==> config.mk <==
export PLATFORM = sky130hd
export DESIGN_NAME = trs_io_top
export DESIGN_NICKNAME = d
export VERILOG_FILES = /design/src/common/trs_io_pkg.sv /design/src/trs_io_top.sv /design/src/trs_io_regs.sv /design/src/cmd_decoder.sv /design/src/spi/spi_byte_tx.sv /design/src/spi/spi_byte_rx.sv
export SDC_FILE = /design/constraint.sdc
export NUM_CORES = 1
export LEC_CHECK = 0
export BUFFER_PORTS_ARGS = -buffer_cell sky130_fd_sc_hd__buf_2
export CORE_UTILIZATION = 40
export DETAILED_ROUTE_END_ITERATION = 16
export PLACE_DENSITY = 0.68
export SLEW_MARGIN = 10
export SYNTH_ARGS = -nofsm -noshare
export SYNTH_HDL_FRONTEND = slang
export SYNTH_SLANG_ARGS = --single-unit
==> constraint.sdc <==
create_clock -name clk -period 2.4 [get_ports clk]
set_input_delay 0.24 -clock clk [delete_from_list [all_inputs] [get_ports clk]]
set_output_delay 0.24 -clock clk [all_outputs]
set_load 0.01 [all_outputs]
==> src/common/trs_io_pkg.sv <==
`default_nettype none

package trs_io_pkg;

  localparam int KEYB_ROWS = 8;  // rows of the keyboard matrix

  typedef logic [7:0]                   byte_t;       // one SPI or data byte
  typedef logic [23:0]                  rgb_t;        // red in the top byte
  typedef logic [$clog2(KEYB_ROWS)-1:0] keyb_row_t;   // matrix row index
  typedef logic [1:0]                   param_cnt_t;  // param bytes still to come

  localparam byte_t      COOKIE             = 8'hAF;
  localparam logic [2:0] VERSION_MAJOR      = 3'd0;
  localparam logic [4:0] VERSION_MINOR      = 5'd3;
  localparam rgb_t       SCREEN_COLOR_RESET = 24'hFFFFFF;  // white

  // opcodes kept from the co-processor command set
  localparam byte_t OP_GET_COOKIE       = 8'd0;
  localparam byte_t OP_GET_VERSION      = 8'd15;
  localparam byte_t OP_SET_SCREEN_COLOR = 8'd17;
  localparam byte_t OP_SEND_KEYB        = 8'd19;
  localparam byte_t OP_SET_LED          = 8'd26;
  localparam byte_t OP_SET_ESP_STATUS   = 8'd32;

  typedef enum logic {
    dec_idle,         // waiting for an opcode
    dec_read_params   // gathering parameter bytes
  } dec_state_t;

  // one completed command, valid for a single clock
  typedef struct packed {
    logic  valid;
    byte_t opcode;
    byte_t p0;
    byte_t p1;
    byte_t p2;
  } cmd_action_t;

  typedef struct packed {
    logic red;
    logic green;
    logic blue;
  } led_t;

endpackage

`default_nettype wire
==> src/trs_io_top.sv <==
`timescale 1ns/1ps
`default_nettype none

module trs_io_top
  import trs_io_pkg::*;
(
  input  logic  clk,
  input  logic  cass_out_sel_n,
  input  logic  spi_cs_n,
  input  logic  sck,
  input  logic  mosi,
  output logic  miso,
  output led_t  led,
  output byte_t esp_status,
  output rgb_t  screen_color,
  output logic  key_pressed,
  output logic  spi_error
);

  byte_t       rx_byte;
  logic        rx_valid;
  logic        cs_active;
  logic        sck_fall;
  cmd_action_t action;
  byte_t       resp_byte;
  logic        resp_load;
  logic        resp_busy;
  logic        bad_opcode;

  // mosi side, bytes in
  spi_byte_rx u_spi_byte_rx (
    .clk            (clk),
    .cass_out_sel_n (cass_out_sel_n),
    .spi_cs_n       (spi_cs_n),
    .sck            (sck),
    .mosi           (mosi),
    .rx_byte        (rx_byte),
    .rx_valid       (rx_valid),
    .cs_active      (cs_active),
    .sck_fall       (sck_fall)
  );

  cmd_decoder u_cmd_decoder (
    .clk            (clk),
    .cass_out_sel_n (cass_out_sel_n),
    .cs_active      (cs_active),
    .rx_valid       (rx_valid),
    .resp_busy      (resp_busy),
    .rx_byte        (rx_byte),
    .action         (action),
    .resp_byte      (resp_byte),
    .resp_load      (resp_load),
    .bad_opcode     (bad_opcode)
  );

  trs_io_regs u_trs_io_regs (
    .clk            (clk),
    .cass_out_sel_n (cass_out_sel_n),
    .bad_opcode     (bad_opcode),
    .action         (action),
    .led            (led),
    .esp_status     (esp_status),
    .screen_color   (screen_color),
    .key_pressed    (key_pressed),
    .spi_error      (spi_error)
  );

  // miso side, response byte out
  spi_byte_tx u_spi_byte_tx (
    .clk            (clk),
    .cass_out_sel_n (cass_out_sel_n),
    .cs_active      (cs_active),
    .sck_fall       (sck_fall),
    .resp_load      (resp_load),
    .resp_byte      (resp_byte),
    .miso           (miso),
    .resp_busy      (resp_busy)
  );

endmodule

`default_nettype wire

==> src/trs_io_regs.sv <==
`timescale 1ns/1ps
`default_nettype none

module trs_io_regs
  import trs_io_pkg::*;
(
  input  logic        clk,
  input  logic        cass_out_sel_n,
  input  logic        bad_opcode,
  input  cmd_action_t action,
  output led_t        led,
  output byte_t       esp_status,
  output rgb_t        screen_color,
  output logic        key_pressed,
  output logic        spi_error
);

  byte_t     keyb_matrix [KEYB_ROWS];
  keyb_row_t row;
  logic      any_key;

  assign row = keyb_row_t'(action.p0[2:0]);  // upper bits of the index ignored

  always_ff @(posedge clk or negedge cass_out_sel_n) begin
    if (!cass_out_sel_n) begin
      led          <= '0;                   // all off
      esp_status   <= '0;
      screen_color <= SCREEN_COLOR_RESET;
      keyb_matrix  <= '{default: '0};
      spi_error    <= 1'b0;
    end else begin
      if (bad_opcode)
        spi_error <= 1'b1;  // sticky until reset
      if (action.valid) begin
        case (action.opcode)
          OP_SET_LED: led <= '{red: action.p0[0], green: action.p0[1], blue: action.p0[2]};
          OP_SET_ESP_STATUS:   esp_status       <= action.p0;
          OP_SEND_KEYB:        keyb_matrix[row] <= action.p1;
          OP_SET_SCREEN_COLOR: screen_color     <= {action.p0, action.p1, action.p2};
          default: ;
        endcase
      end
    end
  end

  // any bit set anywhere in the matrix
  always_comb begin
    any_key = 1'b0;
    for (int i = 0; i < KEYB_ROWS; i++)
      any_key = any_key | (|keyb_matrix[i]);
  end

  assign key_pressed = any_key;

endmodule

`default_nettype wire

==> src/cmd_decoder.sv <==
`timescale 1ns/1ps
`default_nettype none

module cmd_decoder
  import trs_io_pkg::*;
(
  input  logic        clk,
  input  logic        cass_out_sel_n,
  input  logic        cs_active,
  input  logic        rx_valid,
  input  logic        resp_busy,
  input  byte_t       rx_byte,
  output cmd_action_t action,
  output byte_t       resp_byte,
  output logic        resp_load,
  output logic        bad_opcode
);

  dec_state_t state;
  param_cnt_t remain;     // parameter bytes still expected
  param_cnt_t idx;        // slot for the next parameter
  logic       byte_ok;
  logic       act_valid;
  byte_t      act_opcode;
  byte_t      act_p0;
  byte_t      act_p1;
  byte_t      act_p2;
  byte_t      resp_q;

  // response byte in flight, so the master's dummy byte is dropped
  assign byte_ok = rx_valid && !resp_busy;

  always_ff @(posedge clk or negedge cass_out_sel_n) begin
    if (!cass_out_sel_n) begin
      state      <= dec_idle;
      remain     <= '0;
      idx        <= '0;
      act_valid  <= 1'b0;
      resp_load  <= 1'b0;
      bad_opcode <= 1'b0;
    end else begin
      act_valid  <= 1'b0;   // pulses
      resp_load  <= 1'b0;
      bad_opcode <= 1'b0;
      if (!cs_active) begin
        state <= dec_idle;  // cs high frames each message
      end else if (byte_ok) begin
        case (state)
          dec_idle: begin
            idx <= '0;
            case (rx_byte)
              OP_GET_COOKIE,
              OP_GET_VERSION: resp_load <= 1'b1;  // answer right away
              OP_SET_LED,
              OP_SET_ESP_STATUS: begin
                remain <= 2'd1;
                state  <= dec_read_params;
              end
              OP_SEND_KEYB: begin
                remain <= 2'd2;             // row, value
                state  <= dec_read_params;
              end
              OP_SET_SCREEN_COLOR: begin
                remain <= 2'd3;             // r, g, b
                state  <= dec_read_params;
              end
              default: bad_opcode <= 1'b1;
            endcase
          end
          dec_read_params: begin
            idx <= idx + 2'd1;
            if (remain == 2'd1) begin
              act_valid <= 1'b1;            // last param is in
              state     <= dec_idle;
            end else begin
              remain <= remain - 2'd1;
            end
          end
          default: state <= dec_idle;
        endcase
      end
    end
  end

  // opcode, params and response byte
  always_ff @(posedge clk) begin
    if (cs_active && byte_ok) begin
      if (state == dec_idle) begin
        act_opcode <= rx_byte;
        resp_q     <= (rx_byte == OP_GET_VERSION) ? {VERSION_MAJOR, VERSION_MINOR} : COOKIE;
      end else begin
        case (idx)
          2'd0:    act_p0 <= rx_byte;
          2'd1:    act_p1 <= rx_byte;
          default: act_p2 <= rx_byte;
        endcase
      end
    end
  end

  assign action = '{valid: act_valid, opcode: act_opcode, p0: act_p0, p1: act_p1, p2: act_p2};
  assign resp_byte = resp_q;

endmodule

`default_nettype wire

==> src/spi/spi_byte_tx.sv <==
`timescale 1ns/1ps
`default_nettype none

module spi_byte_tx
  import trs_io_pkg::*;
(
  input  logic  clk,
  input  logic  cass_out_sel_n,
  input  logic  cs_active,
  input  logic  sck_fall,
  input  logic  resp_load,
  input  byte_t resp_byte,
  output logic  miso,
  output logic  resp_busy
);

  byte_t      shift_q;
  logic [2:0] bit_cnt;   // bits already shifted out
  logic       busy_q;
  logic       shown_q;   // msb is on the line
  logic       shift_en;

  // first falling edge only presents the msb, the later ones shift
  assign shift_en = cs_active && busy_q && shown_q && sck_fall && (bit_cnt != 3'd7);

  always_ff @(posedge clk or negedge cass_out_sel_n) begin
    if (!cass_out_sel_n) begin
      bit_cnt <= '0;
      busy_q  <= 1'b0;
      shown_q <= 1'b0;
    end else if (!cs_active) begin
      busy_q  <= 1'b0;  // frame ended, drop the transfer
      shown_q <= 1'b0;
    end else if (resp_load) begin
      busy_q  <= 1'b1;
      shown_q <= 1'b0;
      bit_cnt <= '0;
    end else if (busy_q && sck_fall) begin
      if (!shown_q) begin
        shown_q <= 1'b1;
      end else if (bit_cnt == 3'd7) begin
        busy_q  <= 1'b0;  // falling edge after the lsb was read
        shown_q <= 1'b0;
      end else begin
        bit_cnt <= bit_cnt + 3'd1;
      end
    end
  end

  always_ff @(posedge clk) begin
    if (resp_load)
      shift_q <= resp_byte;
    else if (shift_en)
      shift_q <= {shift_q[6:0], 1'b0};
  end

  assign miso      = busy_q & shown_q & shift_q[7];  // low outside a transfer
  assign resp_busy = busy_q;

endmodule

`default_nettype wire

==> src/spi/spi_byte_rx.sv <==
`timescale 1ns/1ps
`default_nettype none

module spi_byte_rx
  import trs_io_pkg::*;
(
  input  logic  clk,
  input  logic  cass_out_sel_n,
  input  logic  spi_cs_n,
  input  logic  sck,
  input  logic  mosi,
  output byte_t rx_byte,
  output logic  rx_valid,
  output logic  cs_active,
  output logic  sck_fall
);

  logic [2:0] sck_q;    // 2 sync stages + 1 history for edges
  logic [1:0] cs_q;
  logic [1:0] mosi_q;   // same depth as sck so data lines up
  logic [2:0] bit_cnt;
  logic       sck_rise;
  byte_t      shift_q;

  // pin synchronizers
  always_ff @(posedge clk or negedge cass_out_sel_n) begin
    if (!cass_out_sel_n) begin
      sck_q  <= '0;
      cs_q   <= 2'b11;  // deselected
      mosi_q <= '0;
    end else begin
      sck_q  <= {sck_q[1:0], sck};
      cs_q   <= {cs_q[0], spi_cs_n};
      mosi_q <= {mosi_q[0], mosi};
    end
  end

  assign cs_active = ~cs_q[1];
  assign sck_rise  = (sck_q[2:1] == 2'b01);
  assign sck_fall  = (sck_q[2:1] == 2'b10);

  always_ff @(posedge clk or negedge cass_out_sel_n) begin
    if (!cass_out_sel_n) begin
      bit_cnt  <= '0;
      rx_valid <= 1'b0;
    end else begin
      // 8th rising edge completes the byte
      rx_valid <= cs_active && sck_rise && (bit_cnt == 3'd7);
      if (!cs_active)
        bit_cnt <= '0;       // realign on every frame
      else if (sck_rise)
        bit_cnt <= bit_cnt + 3'd1;
    end
  end

  // msb first, sampled on sck rising edges
  always_ff @(posedge clk) begin
    if (cs_active && sck_rise)
      shift_q <= {shift_q[6:0], mosi_q[1]};
  end

  assign rx_byte = shift_q;  // complete while rx_valid is high

endmodule

`default_nettype wire

# --- Yosys cells after proc, flatten, opt, wreduce, memory -nomap -nowiden ---
# Index checks and enable logic that the tools add are counted.
word_totals:
  word_cells: 162
  mem_count: 0
  romBits: 0
  ram_bits: 0
  latch_bits: 0
  reg_bits: 180
  output_inout_bits: 38
op_classes:
  add_sub_neg: 4
  magnitude_cmp: 2
  reduce_logical: 46
  mux: 43
  n_eq_ne: 19
  mul: 0
  shifts: 0
  div_mod_pow: 0
  bitwise: 13
ops:
  columns: ["op", "n"]
  rows:
  - ["$bwmux W64", 1]
  - ["$reduce_or A8 Y1", 8]
  - ["$eq A8 B5 Y1 const B", 6]
  - ["$mux W8", 4]
  - ["$mux W1", 26]
  - ["$demux W8 S3", 1]
  - ["$mux W3", 6]
  - ["$eq A8 B6 Y1 const B", 2]
  - ["$reduce_and A2 Y1", 6]
  - ["$reduce_and A3 Y1", 4]
  - ["$logic_and A1 B1 Y1", 10]
  - ["$reduce_bool A2 Y1", 5]
  - ["$reduce_bool A3 Y1", 3]
  - ["$eq A8 B4 Y1 const B", 1]
  - ["$logic_not A8 Y1", 1]
  - ["$pmux W2 S2", 2]
  - ["$reduce_and A4 Y1", 2]
  - ["$or A1 B1 Y1", 7]
  - ["$add A3 B1 Y3 const B", 2]
  - ["$eq A2 B1 Y1 const B", 3]
  - ["$eq A3 B3 Y1 const B", 2]
  - ["$pmux W2 S3", 1]
  - ["$reduce_or A2 Y1", 3]
  - ["$reduce_or A6 Y1", 1]
  - ["16 further kinds", 20]

# --- Depth between registers and ports, before layout ---
# Gate-level depths: netlist of run 1.
logic_depth:
  ltp_word: 8
  depth_mapped: 6

# --- By module ---
# From an unflattened synthesis of run 1, not the netlist that was laid out.
hier_totals:
  hier_cells: 441
  hier_area_um2: 7085.5
modules_own_cells:
  columns: ["module", "seq_area_each_um2", "cells_each", "area_each_um2", "instances"]
  rows:
  - ["trs_io_regs", 2532.4, 250, 4172.8, 1]
  - ["cmd_decoder", 1191.1, 105, 1621.6, 1]
  - ["spi_byte_tx", 365.4, 52, 646.9, 1]
  - ["spi_byte_rx", 518.0, 34, 644.4, 1]

# --- Worst setup path after synthesis of run 1 ---
# No wires, ideal clock.
synth_path:
  path_kind: "reg2reg"
  start: "reg u_spi_byte_tx.busy_q (netlist: u_spi_byte_tx.resp_busy)"
  end: "reg u_cmd_decoder.act_p2[0] (enable)"
  t_arrival_ps: 1643
  setup_slack_ps: 374
  setup_time_ps: 383
  stages_incl_launch_ff: 4
  n_path_buf: 0
  required_time_ps: 2017
  path_cell_list: "dfrtp_1 -> nor3b_1 -> nand2_1 -> nor3_1"
synth_via:
  elab_chain_cells: 4
synth_lines:
  columns: ["element", "line_no", "source"]
  rows:
  - ["start: declaration", "spi_byte_tx.sv:19", "logic busy_q;"]
  - ["start signal: assignment", "spi_byte_tx.sv:29", "busy_q <= 1'b0;"]
  - ["start signal: assignment", "spi_byte_tx.sv:32", "busy_q <= 1'b0;"]
  - ["start signal: assignment", "spi_byte_tx.sv:35", "busy_q <= 1'b1;"]
  - ["$logic_not A1 Y1", "cmd_decoder.sv:31", "assign byte_ok = rx_valid && !resp_busy;"]
  - ["$logic_and A1 B1 Y1", "cmd_decoder.sv:31", null]
  - ["$logic_and A1 B1 Y1", "cmd_decoder.sv:87", "if (cs_active && byte_ok) begin"]
  - ["$reduce_and A3 Y1 (no line)", null, null]
  - ["end signal: assignment", "cmd_decoder.sv:95", "default: act_p2 <= rx_byte;"]
  - ["end: declaration", "cmd_decoder.sv:27", "byte_t act_p2;"]
# No other way between the ends.
# A chain may end at the register's enable or synchronous reset.

# --- Final worst setup path of run 1 ---
layout_path:
  start: "reg u_trs_io_regs.keyb_matrix[24] in the netlist's numbering"
  end: "out key_pressed"
layout_via:
  elab_chain_cells: 5
layout_lines:
  columns: ["element", "line_no", "source"]
  rows:
  - ["start: declaration", "trs_io_regs.sv:18", "byte_t keyb_matrix [KEYB_ROWS];"]
  - ["start signal: indexed assignment", "trs_io_regs.sv:38", "OP_SEND_KEYB: keyb_matrix[row] <= action.p1;"]
  - ["$reduce_or A8 Y1", "trs_io_regs.sv:50", "any_key = any_key | (|keyb_matrix[i]);"]
  - ["$or A1 B1 Y1 (4 in series)", "trs_io_regs.sv:50", null]
  - ["end: declaration", "trs_io_top.sv:16", "output logic key_pressed,"]
# No other way between the ends.

==> qor.yml, run 1 <==
timing:
  tns_ps: 0
  fin_skew_ps: 6.624
  min_period_ps: 2286
  finalHoldViolCount: 0
  report.final.setup_viol: 0
  maxSlewViolCount: 0
  fin_ws_ps: 114.2
  rsz0062_at_grt: "no"
  slew_headroom_pct: 57.68
  finalCritPeriodShare_pct: 95.24
  worstMarginPinSlew_ps: 632.4
  fmax_mhz: 437.5
logic_synthesis:
  yosysWarnings: 0
  synth_cell_types: 44
  syn_nets: 430
  seq_area_frac_synth_pct: 68.90
  syn_area_per_cell_sq_um: 16.00
  synth_edf_count: 49
  ys.flop_type: "dfrtp_1"
  ys_seq_elements: 173
  ys_async_sr_fraction_pct: 71.68
  synth.cell_area_sq_um: 6686
  syn_inst: 418
finish:
  instances_no_fill: 711
  multi_input_area_sq_um: 2018
  final_nets: 494
  layout_common_cells: "dfrtp_1, mux2_2, edfxtp_1"
  nFillCells: 1365
  area_growth_pct: 16.80
  final_layout_size_suffix_gt1_share_pct: 44.24
  ff_latch_area_sq_um: 4607
  design_area_sq_um: 7810
  diodes: 0
  final_common_cell: "dfrtp_1"
setup_path:
  critPathMaxFanout: 2
  crit_type: "reg2out"
  arrival_ps: 2050
  startpoint_type: "flip-flop"
  required_ps: 2160
  endpoint_kind: "output port"
drt:
  wl_microns: 12540
  vias: 3671
  antenna_left: 0
  drc: 0
  viasPerCell: 5.163
  initialDrtViolationCount: 187
  detail_route.first_pass.iterations: 4
  wire_per_inst_microns: 17.63
global_route:
  grt_max_degree: 48
  met3_usage_pct: 3.781
  use_met1_pct: 21.32
  grt_pass1_wl_microns: 21550
  gr-usage-met2_pct: 26.42
  grt-ovfl-total: 0
  grt_antenna_before_repair: 0
  grt_pass1_vias: 3962
  top_usage_layer: "met2"
  grt_usage_pct: 16.38
place:
  pre_cts_ws_ps: 370.8
  dp_hpwl_microns: 8301
  port_buffers: 42
  dpl_cell_area_sq_um: 7201
  place_congestion: 0.7950
  dp.cells: 675
clocking:
  clk_latency_ps: 430
  cts.clk_slew.worst_paths_ps: 60
  cts_root_buf: "clkbuf_16"
  cts_max_level: 4
  post_cts_buffers: 0
  max-clock-path-buffers: 2
  clock-sinks: 173
  cts_tree: "done"
  cts-buffers-inserted: 17
pwr:
  p_leak_nw: 3.585
  ir_worst_vdd_uv: 530.5
  pwr_density_cell_nw_per_um2: 731.5
die:
  io_pins: 43
  core_sq_um: 16120
  dieArea_sq_um: 17240
  fp-row-count: 46
  die_w_microns: 131.3
  die_h_microns: 131.3
  initial_core_util_pct: 41.49
worst_hold_path:
  min_path_type: "reg2reg"
run_status:
  status: "finished clean"
run:
  cap_violations: 0
-- what timing repair did --
item                                   in CTS  in global routing
hold buffers                                4                  0
resized for setup                           0                  1
endpoints found under the hold margin      41                  0
setup endpoints to repair                   0                  1
-- state kept, by name, indices dropped and copies added, names as in the netlist, 8 cells and up --
name and count:
u_spi_byte_tx.shift_q 8, u_cmd_decoder.act_p2 8, u_cmd_decoder.act_opcode 8, u_spi_byte_rx.rx_byte 8, u_trs_io_regs.screen_color 24, u_trs_io_regs.esp_status 8, u_trs_io_regs.keyb_matrix 64, u_cmd_decoder.act_p0 8
u_cmd_decoder.act_p1 8
-- cell type report --
class                      count  area share (%)
clock inverter                15           1.762
multi-input combinational    228           25.84
tap                          216           3.460
sequential                   173           58.99
timing repair buffer          53           4.069
clock buffer                  17           5.447
inverter                       9          0.4326
-- metrics by stage --
stage / hold WS (ps) / total power [mW] / util (%)
2_1_floorplan: -55.59 / 3.114 / -
3_3_place_gp: 281.0 / 3.169 / 44.68
3_5_place_dp: 296.8 / 3.174 / 44.68
4_1_cts: 349.9 / 5.784 / 48.42
5_1_grt: 359.0 / 5.922 / 48.46
6_report: 348.8 / 5.713 / 48.46
-- routing by layer --
layer	vias up	part of all wire (%)	wire length, microns
met2	54	50	6269
li1	1687	-	-
met1	1915	45	5659
met5	-	0	0
met3	15	3.1	394
met4	0	1.7	212
-- cell families after synthesis --
group           synth area share, %
flops                         68.90
mux                           17.27
simple gates                  9.469
compound gates                1.778
buf+inv                       1.010
fa+ha+maj                     1.310
xor+xnor                     0.2620
-- worst max-delay path: stages (launching register included) --
cell and delay, ps:
dfrtp_1 380, nor4_1 340, nand4_1 180, or4_1 560, buf_2 160
-- Yosys cell counts (2+ instances only) --
library cell	instances	area, sq um
and2_1	2	12.51
mux2_2	97	1092
nor2_1	9	33.78
clkbuf_1	5	18.77
a21oi_1	3	15.01
nor2_2	3	18.77
nor4b_1	2	17.52
nand3_1	3	15.01
nor3_1	4	20.02
buf_2	3	15.01
dfrtp_1	98	2452
nor3b_1	2	15.01
nand2b_1	6	37.54
inv_1	9	33.78
or2_2	3	18.77
nor2_4	3	33.78
edfxtp_1	49	1471
o21ai_0	14	70.07
and4_1	3	26.28
nor2b_1	3	18.77
and3_1	3	18.77
nor4_1	20	125.1
nand2_1	10	37.54
nand4_1	8	50.05
mux2_1	2	22.52
xor2_1	2	17.52
mux2i_1	4	40.04
dfstp_2	26	683.2
ha_1	7	87.58
-- final timing paths --
kind                                                      end  cells past startpoint  slack [ps]                           from
worst max register to register   u_trs_io_regs.keyb_matrix[9]                      4         370    u_cmd_decoder.act_opcode[5]
min in group asynchronous         u_trs_io_regs.esp_status[0]                      2         370                 cass_out_sel_n
worst max-delay path                              key_pressed                      4         110  u_trs_io_regs.keyb_matrix[24]
worst min-delay path                   u_spi_byte_rx.sck_q[1]                      0         350         u_spi_byte_rx.sck_q[0]
max in group asynchronous       u_trs_io_regs.screen_color[8]                      3        1260                 cass_out_sel_n
worst min register to register         u_spi_byte_rx.sck_q[1]                      0         350         u_spi_byte_rx.sck_q[0]
-- power breakdown --
group          internal, mW  total, mW  leakage, nW  switching [mW]
Clock                  1.44       2.59        0.266            1.16
Combinational        0.0180     0.0660         1.24          0.0480
Sequential             3.04       3.05         2.08          0.0149
Power figures use the tool's default switching activity.
==> run 2: changes to the inputs <==
--- a/config.mk
+++ b/config.mk
@@ -5,10 +5,14 @@
 export SDC_FILE = /design/constraint.sdc
 export NUM_CORES = 1
 export LEC_CHECK = 0
+export ABC_AREA = 1
 export BUFFER_PORTS_ARGS = -buffer_cell sky130_fd_sc_hd__buf_2
+export CELL_PAD_IN_SITES_DETAIL_PLACEMENT = 1
+export CELL_PAD_IN_SITES_GLOBAL_PLACEMENT = 2
+export CORE_ASPECT_RATIO = 0.9
 export CORE_UTILIZATION = 40
 export DETAILED_ROUTE_END_ITERATION = 16
-export PLACE_DENSITY = 0.68
+export PLACE_DENSITY = 0.9
 export SLEW_MARGIN = 10
 export SYNTH_ARGS = -nofsm -noshare
 export SYNTH_HDL_FRONTEND = slang
==> run 2 against run 1 <==
- the run now ends with DRC left
- first-iteration DRC count grew 32%
- area after synthesis shrank 0.21%
- final cell count rose by 27%
- highest routed layer unchanged
- setup slack better by 270 ps
- critical endpoint unchanged
- clock-buffer cell count rose by 2
==> qor.yml, run 2 <==
logic_synthesis:
  synth_cell_types: 24
  synth_top_area_share_pct: 36.75
  synth.most_common_cell: "nand2_1"
  yosysWarnings: 0
  ys.flop_type: "dfrtp_1"
  syn_area_per_cell_sq_um: 10.69
  yosys.area.top_type: "dfrtp_1"
  ys_seq_elements: 173
  ys_async_sr_fraction_pct: 71.68
  synth.area.top_cells: "dfrtp_1, edfxtp_1, dfstp_2"
  synthTopCellsByCount: "nand2_1, o21ai_0, dfrtp_1"
  seq_area_frac_synth_pct: 69.04
  syn_inst: 624
  synth_edf_count: 49
  syn_nets: 636
  synth.cell_area_sq_um: 6673
clocking:
  post_cts_buffers: 0
  cts-buffers-inserted: 17
  cts_resized: 0
  clock-sinks: 173
  cts.clk_slew.worst_paths_ps: 70
  max-clock-path-buffers: 2
  clk_latency_ps: 430
  cts_max_level: 4
  cts_tree: "done"
  cts_root_buf: "clkbuf_16"
  hold_buffers: 4
global_route:
  grt_max_degree: 53
  grt_usage_pct: 19.21
  grt-ovfl-total: 0
  grt_antenna_before_repair: 0
  grt_pass1_wl_microns: 25530
  grt_pass1_vias: 4976
finish:
  largest_register_ffs: 64
  diodes: 0
  final_util_pct: 47.67
  final_nets: 695
  largestRegisters: "u_trs_io_regs.keyb_matrix (64), u_trs_io_regs.screen_color (24)"
  area_growth_pct: 16.01
  layout_common_cells: "nand2_1, o21ai_0, dfrtp_1"
  final_layout_size_suffix_gt1_share_pct: 16.09
  top_register: "u_trs_io_regs.keyb_matrix"
  final_common_cell: "nand2_1"
run_status:
  violations: "DRC"
  status: "finished with violations"
drt:
  wire_per_inst_microns: 16.80
  viasPerCell: 5.072
  vias: 4580
  drc: 1
  antenna_left: 0
  detail_route.first_pass.iterations: 10
  wl_microns: 15170
  initialDrtViolationCount: 246
place:
  port_buffers: 42
  place_congestion: 0.7697
  pre_cts_ws_ps: 497.3
  dp_hpwl_microns: 10170
timing:
  rsz0062_at_grt: "no"
  fin_ws_ps: 384.6
  fin_skew_ps: 11.59
  finalHoldViolCount: 0
  worstMarginPinSlew_ps: 804.0
  slew_headroom_pct: 46.20
  report.final.setup_viol: 0
  tns_ps: 0
  min_period_ps: 2015
  maxSlewViolCount: 0
  fmax_mhz: 496.2
  finalCritPeriodShare_pct: 83.97
worst_hold_path:
  holdPathEnd: "u_spi_byte_rx.sck_q[1]"
  holdPathStages: 0
  min_path_type: "reg2reg"
  min-delay-start: "u_spi_byte_rx.sck_q[0]"
die:
  die_w_microns: 138.1
  initial_core_util_pct: 41.09
  die_h_microns: 124.5
  dieArea_sq_um: 17200
  io_pins: 43
  core_sq_um: 16240
  fp-row-count: 44
setup_path:
  endpoint_kind: "output port"
  r2r_start: "u_cmd_decoder.act_opcode[6]"
  required_ps: 2160
  r2r_slack_ps: 410
  critPathMaxFanout: 2
  r2r_cells: 6
  arrival_ps: 1780
  startpoint_type: "flip-flop"
  r2r-end: "u_trs_io_regs.keyb_matrix[47]"
  crit_type: "reg2out"
pwr:
  p_total_mw: 5.929
  p_leak_nw: 3.513
  ir_worst_vdd_uv: 629.0
  pwr_density_cell_nw_per_um2: 765.9
run:
  cap_violations: 0
## run 2: changes by cell type in the layout (fill, tap and decap cells not counted), moves of 3 or more
cell      change
nand2_1     +153
mux2_2       -97
o21ai_0      +85
nor2_1       +52
inv_1        +40
nand3_1      +18
nor4_1       -17
nand2b_1      -6
mux2i_1       -4
nand4_1       +4
and3_1        -3
and4_1        -3
nor2_4        -3
nor2b_1       -3
## run 2: kinds of logic (layout without fill, tap and decap cells)
| kind of cell | count (synthesis) | in the layout | share of synthesized area [%] |
|---|---|---|---|
| simple gates | 272 | 272 | 16.78 |
| flops | 173 | 173 | 69.04 |
| compound gates | 108 | 108 | 8.326 |
| buf+inv | 64 | 136 | 4.538 |
| fa+ha+maj | 7 | 7 | 1.313 |
## run 2: how the worst max path moves through the flow
stage,from,to,slack [ps],cells after the start
finish,u_trs_io_regs.keyb_matrix[49],key_pressed,380,6
global route,u_cmd_decoder.act_opcode[6],u_trs_io_regs.keyb_matrix[31],160,5
CTS,u_trs_io_regs.keyb_matrix[49],key_pressed,360,6
detailed placement,u_cmd_decoder.act_opcode[3],u_trs_io_regs.keyb_matrix[50],500,5
global placement,u_cmd_decoder.state,u_cmd_decoder.act_p0[4],570,4
floorplan,u_spi_byte_tx.resp_busy,u_cmd_decoder.act_p2[0],650,3
## run 2: layer usage
layer	vias up	share of wire (%)	track usage [%]
met5	-	0	0
met2	50	49	32.14
met3	16	2.4	4.075
met1	2327	47	24.99
met4	0	1.4	6.213
li1	2187	-	-
## run 2: worst max-delay path: stages, from the launching register on
cell and delay (ps):
dfrtp_1 390, nor2_1 160, nand4_1 180, or2_2 310, nor2_1 100, nand2_1 70, buf_2 140
## run 2: metrics by stage
stage | area [sq um] | hold slack (ps) | std cells
after detailed placement | 7102 | 327.9 | 867
after floorplan | 6673 | -55.59 | 624
after global placement | 7102 | 303.1 | 867
after global routing | 7741 | 372.3 | 903
final | 7741 | 356.8 | 903
after CTS | 7741 | 355.7 | 903
## run 2: cell type report
cell class	instances	area, sq um
multi-input combinational	387	1763
timing repair buffer	54	325.3
sequential	173	4607
inverter	50	187.7
clock inverter	13	166.4
clock buffer	19	432.9
fill	1772	8499
tap	207	259.0
## run 2: report_power, final
| group | internal [mW] | switching, mW |
|---|---|---|
| Sequential | 3.04 | 0.0129 |
| Clock | 1.64 | 1.16 |
| Combinational | 0.0177 | 0.0547 |
| Total | 4.70 | 1.23 |
==> run 3: changes to the inputs <==
--- a/config.mk
+++ b/config.mk
@@ -10,9 +10,9 @@
 export CELL_PAD_IN_SITES_DETAIL_PLACEMENT = 1
 export CELL_PAD_IN_SITES_GLOBAL_PLACEMENT = 2
 export CORE_ASPECT_RATIO = 0.9
-export CORE_UTILIZATION = 40
+export CORE_UTILIZATION = 36
 export DETAILED_ROUTE_END_ITERATION = 16
-export PLACE_DENSITY = 0.9
+export PLACE_DENSITY = 0.86
 export SLEW_MARGIN = 10
 export SYNTH_ARGS = -nofsm -noshare
 export SYNTH_HDL_FRONTEND = slang
==> constraint.sdc (replaced) <==
create_clock -name clk -period 1.7 [get_ports clk]
set_input_delay 0.17 -clock clk [delete_from_list [all_inputs] [get_ports clk]]
set_output_delay 0.17 -clock clk [all_outputs]
set_load 0.01 [all_outputs]
==> run 3 against run 2 <==
- register-to-register slack got worse by 280 ps
- critical endpoint unchanged
- clock-buffer cell count fell by 2
- critical path type unchanged
- the flow finishes with violations (setup timing)
- clock power rose by 33%
- final cell count increased by 6.2%
- core utilization down 2.8 points
- global-route usage decreased by 2.1 points
- highest routed layer unchanged
- die area is 11% higher
==> qor.yml, run 3 (same netlist as run 2, synthesis figures left out) <==
clocking:
  clk_latency_ps: 430
  clock-sinks: 173
  cts_root_buf: "clkbuf_16"
  cts-buffers-inserted: 17
  cts_tree: "done"
  cts.clk_slew.worst_paths_ps: 70
  max-clock-path-buffers: 2
  cts_max_level: 4
pwr:
  ir_worst_vdd_uv: 671.2
  pwr-share-clk_pct: 45.9
  pwr_density_cell_nw_per_um2: 1014
  p_total_mw: 8.143
  switchingPower_mw: 1.877
  switching_share_pct: 23.05
  comb_power_share_pct: 1.3
  pwr-share-seq_pct: 52.8
  internal-power_mw: 6.266
  p_leak_nw: 3.645
setup_path:
  startpoint: "u_trs_io_regs.keyb_matrix[2]"
  arrival_ps: 1630
  startpoint_type: "flip-flop"
  r2r_cells: 8
  r2r_start: "u_cmd_decoder.act_opcode[3]"
  critPathMaxFanout: 2
  cp-endpoint: "key_pressed"
  crit_type: "reg2out"
  r2r-end: "u_trs_io_regs.keyb_matrix[40]"
  endpoint_kind: "output port"
  cp.depth: 6
  cp_slowest_cell: "dfrtp_1"
  critical-path-top-delay-family: "simple AND/OR/NAND/NOR gates"
  required_ps: 1530
  r2r_slack_ps: 130
  crit_chain: "nor2_2 > nand4_1 > or2_4 > nor2_4 > nand2_1 > buf_2"
  critPathMaxStageDelay_ps: 390
  path_buf_inv: 1
finish:
  design_area_sq_um: 8028
  largestRegisters: "u_trs_io_regs.keyb_matrix (64), u_trs_io_regs.screen_color (24)"
  layout_common_cells: "nand2_1, o21ai_0, dfrtp_1"
  final_layout_size_suffix_gt1_share_pct: 21.14
  diodes: 0
  final_common_cell: "nand2_1"
  largest_register_ffs: 64
  final_nets: 718
  top_register: "u_trs_io_regs.keyb_matrix"
  area_growth_pct: 20.31
  final_util_pct: 44.85
  instances_no_fill: 959
die:
  fp-row-count: 46
  die_w_microns: 145.5
  io_pins: 43
  dieArea_sq_um: 19080
  die_h_microns: 131.2
  core_sq_um: 17900
  initial_core_util_pct: 37.28
drt:
  wl_microns: 15180
  initialDrtViolationCount: 289
  drc: 0
  wire_per_inst_microns: 15.83
  vias: 4619
  antenna_left: 0
  viasPerCell: 4.816
  detail_route.first_pass.iterations: 4
worst_hold_path:
  min_path_type: "in2async"
place:
  dpl_cell_area_sq_um: 7311
  port_buffers: 42
  pre_cts_ws_ps: 6.304
  place_congestion: 0.7308
  dp_hpwl_microns: 10380
  dp.cells: 918
global_route:
  grt_max_degree: 46
  grt_antenna_before_repair: 0
  grt_pass1_vias: 4884
  grt-ovfl-total: 0
  grt_usage_pct: 17.15
  grt_pass1_wl_microns: 25390
timing:
  fin_skew_ps: 7.564
  hold_ws_ps: 248.0
  tns_ps: -98.83
  slew_headroom_pct: 67.65
  finalCritPeriodShare_pct: 105.8
  worstMarginPinSlew_ps: 485.2
  fmax_mhz: 555.9
  finalHoldViolCount: 0
  report.final.setup_viol: 1
  min_period_ps: 1799
  fin_ws_ps: -98.83
  maxSlewViolCount: 0
  rsz0062_at_grt: "yes"
run_status:
  status: "finished with violations"
  violations: "setup timing"
run:
  cap_violations: 0
[run 3: cell count changes in the layout (fill, tap and decap cells not counted), moves of 3 or more]
cell        delta
buf_4         +20
nor2_1         -7
clkinvlp_4     -3
inv_6          +6
bufinv_16      -3
buf_12         +3
nor2_2         +5
[run 3: layout make-up]
cell class / count / area, sq um
Clock buffer: 17 / 425.4
Clock inverter: 15 / 145.1
Fill cell: 1975 / 9872
Inverter: 50 / 187.7
Multi-Input combinational cell: 387 / 1827
Sequential cell: 173 / 4607
Tap cell: 240 / 300.3
Timing Repair Buffer: 77 / 535.5
[run 3: worst min-delay path by stage]
stage	from	endpoint	cells after the start
floorplan	cass_out_sel_n	u_cmd_decoder.act_valid	0
global placement	cass_out_sel_n	u_trs_io_regs.led[1]	1
detailed placement	cass_out_sel_n	u_trs_io_regs.led[1]	1
CTS	cass_out_sel_n	u_trs_io_regs.keyb_matrix[6]	2
global route	cass_out_sel_n	u_trs_io_regs.keyb_matrix[62]	2
finish	cass_out_sel_n	u_trs_io_regs.keyb_matrix[57]	2
[run 3: routing by layer]
metal / vias up / routed length [microns] / GRT usage, %
met1: 2327 / 6927 / 22.38
li1: 2224 / - / -
met4: 0 / 200 / 6.023
met3: 16 / 450 / 3.333
met5: - / 0 / 0
met2: 52 / 7600 / 28.47
[run 3: what timing repair did]
action                     in CTS  in global routing
hold buffers                    4                  0
setup endpoints to repair      26                 72
cloned                          0                  0
pin swaps                      10                  5
hold endpoints to repair       36                  0
buffers inserted                3                  2
gates resized for setup         6                 10
[run 3: power groups by stage]
stage	Clock (mW)	Combinational (mW)	Sequential [mW]
2_1_floorplan	0	0.0177	4.38
3_3_place_gp	0	0.0987	4.38
3_5_place_dp	0	0.105	4.38
4_1_cts	3.83	0.113	4.30
5_1_grt	3.96	0.125	4.30
6_report	3.73	0.107	4.30
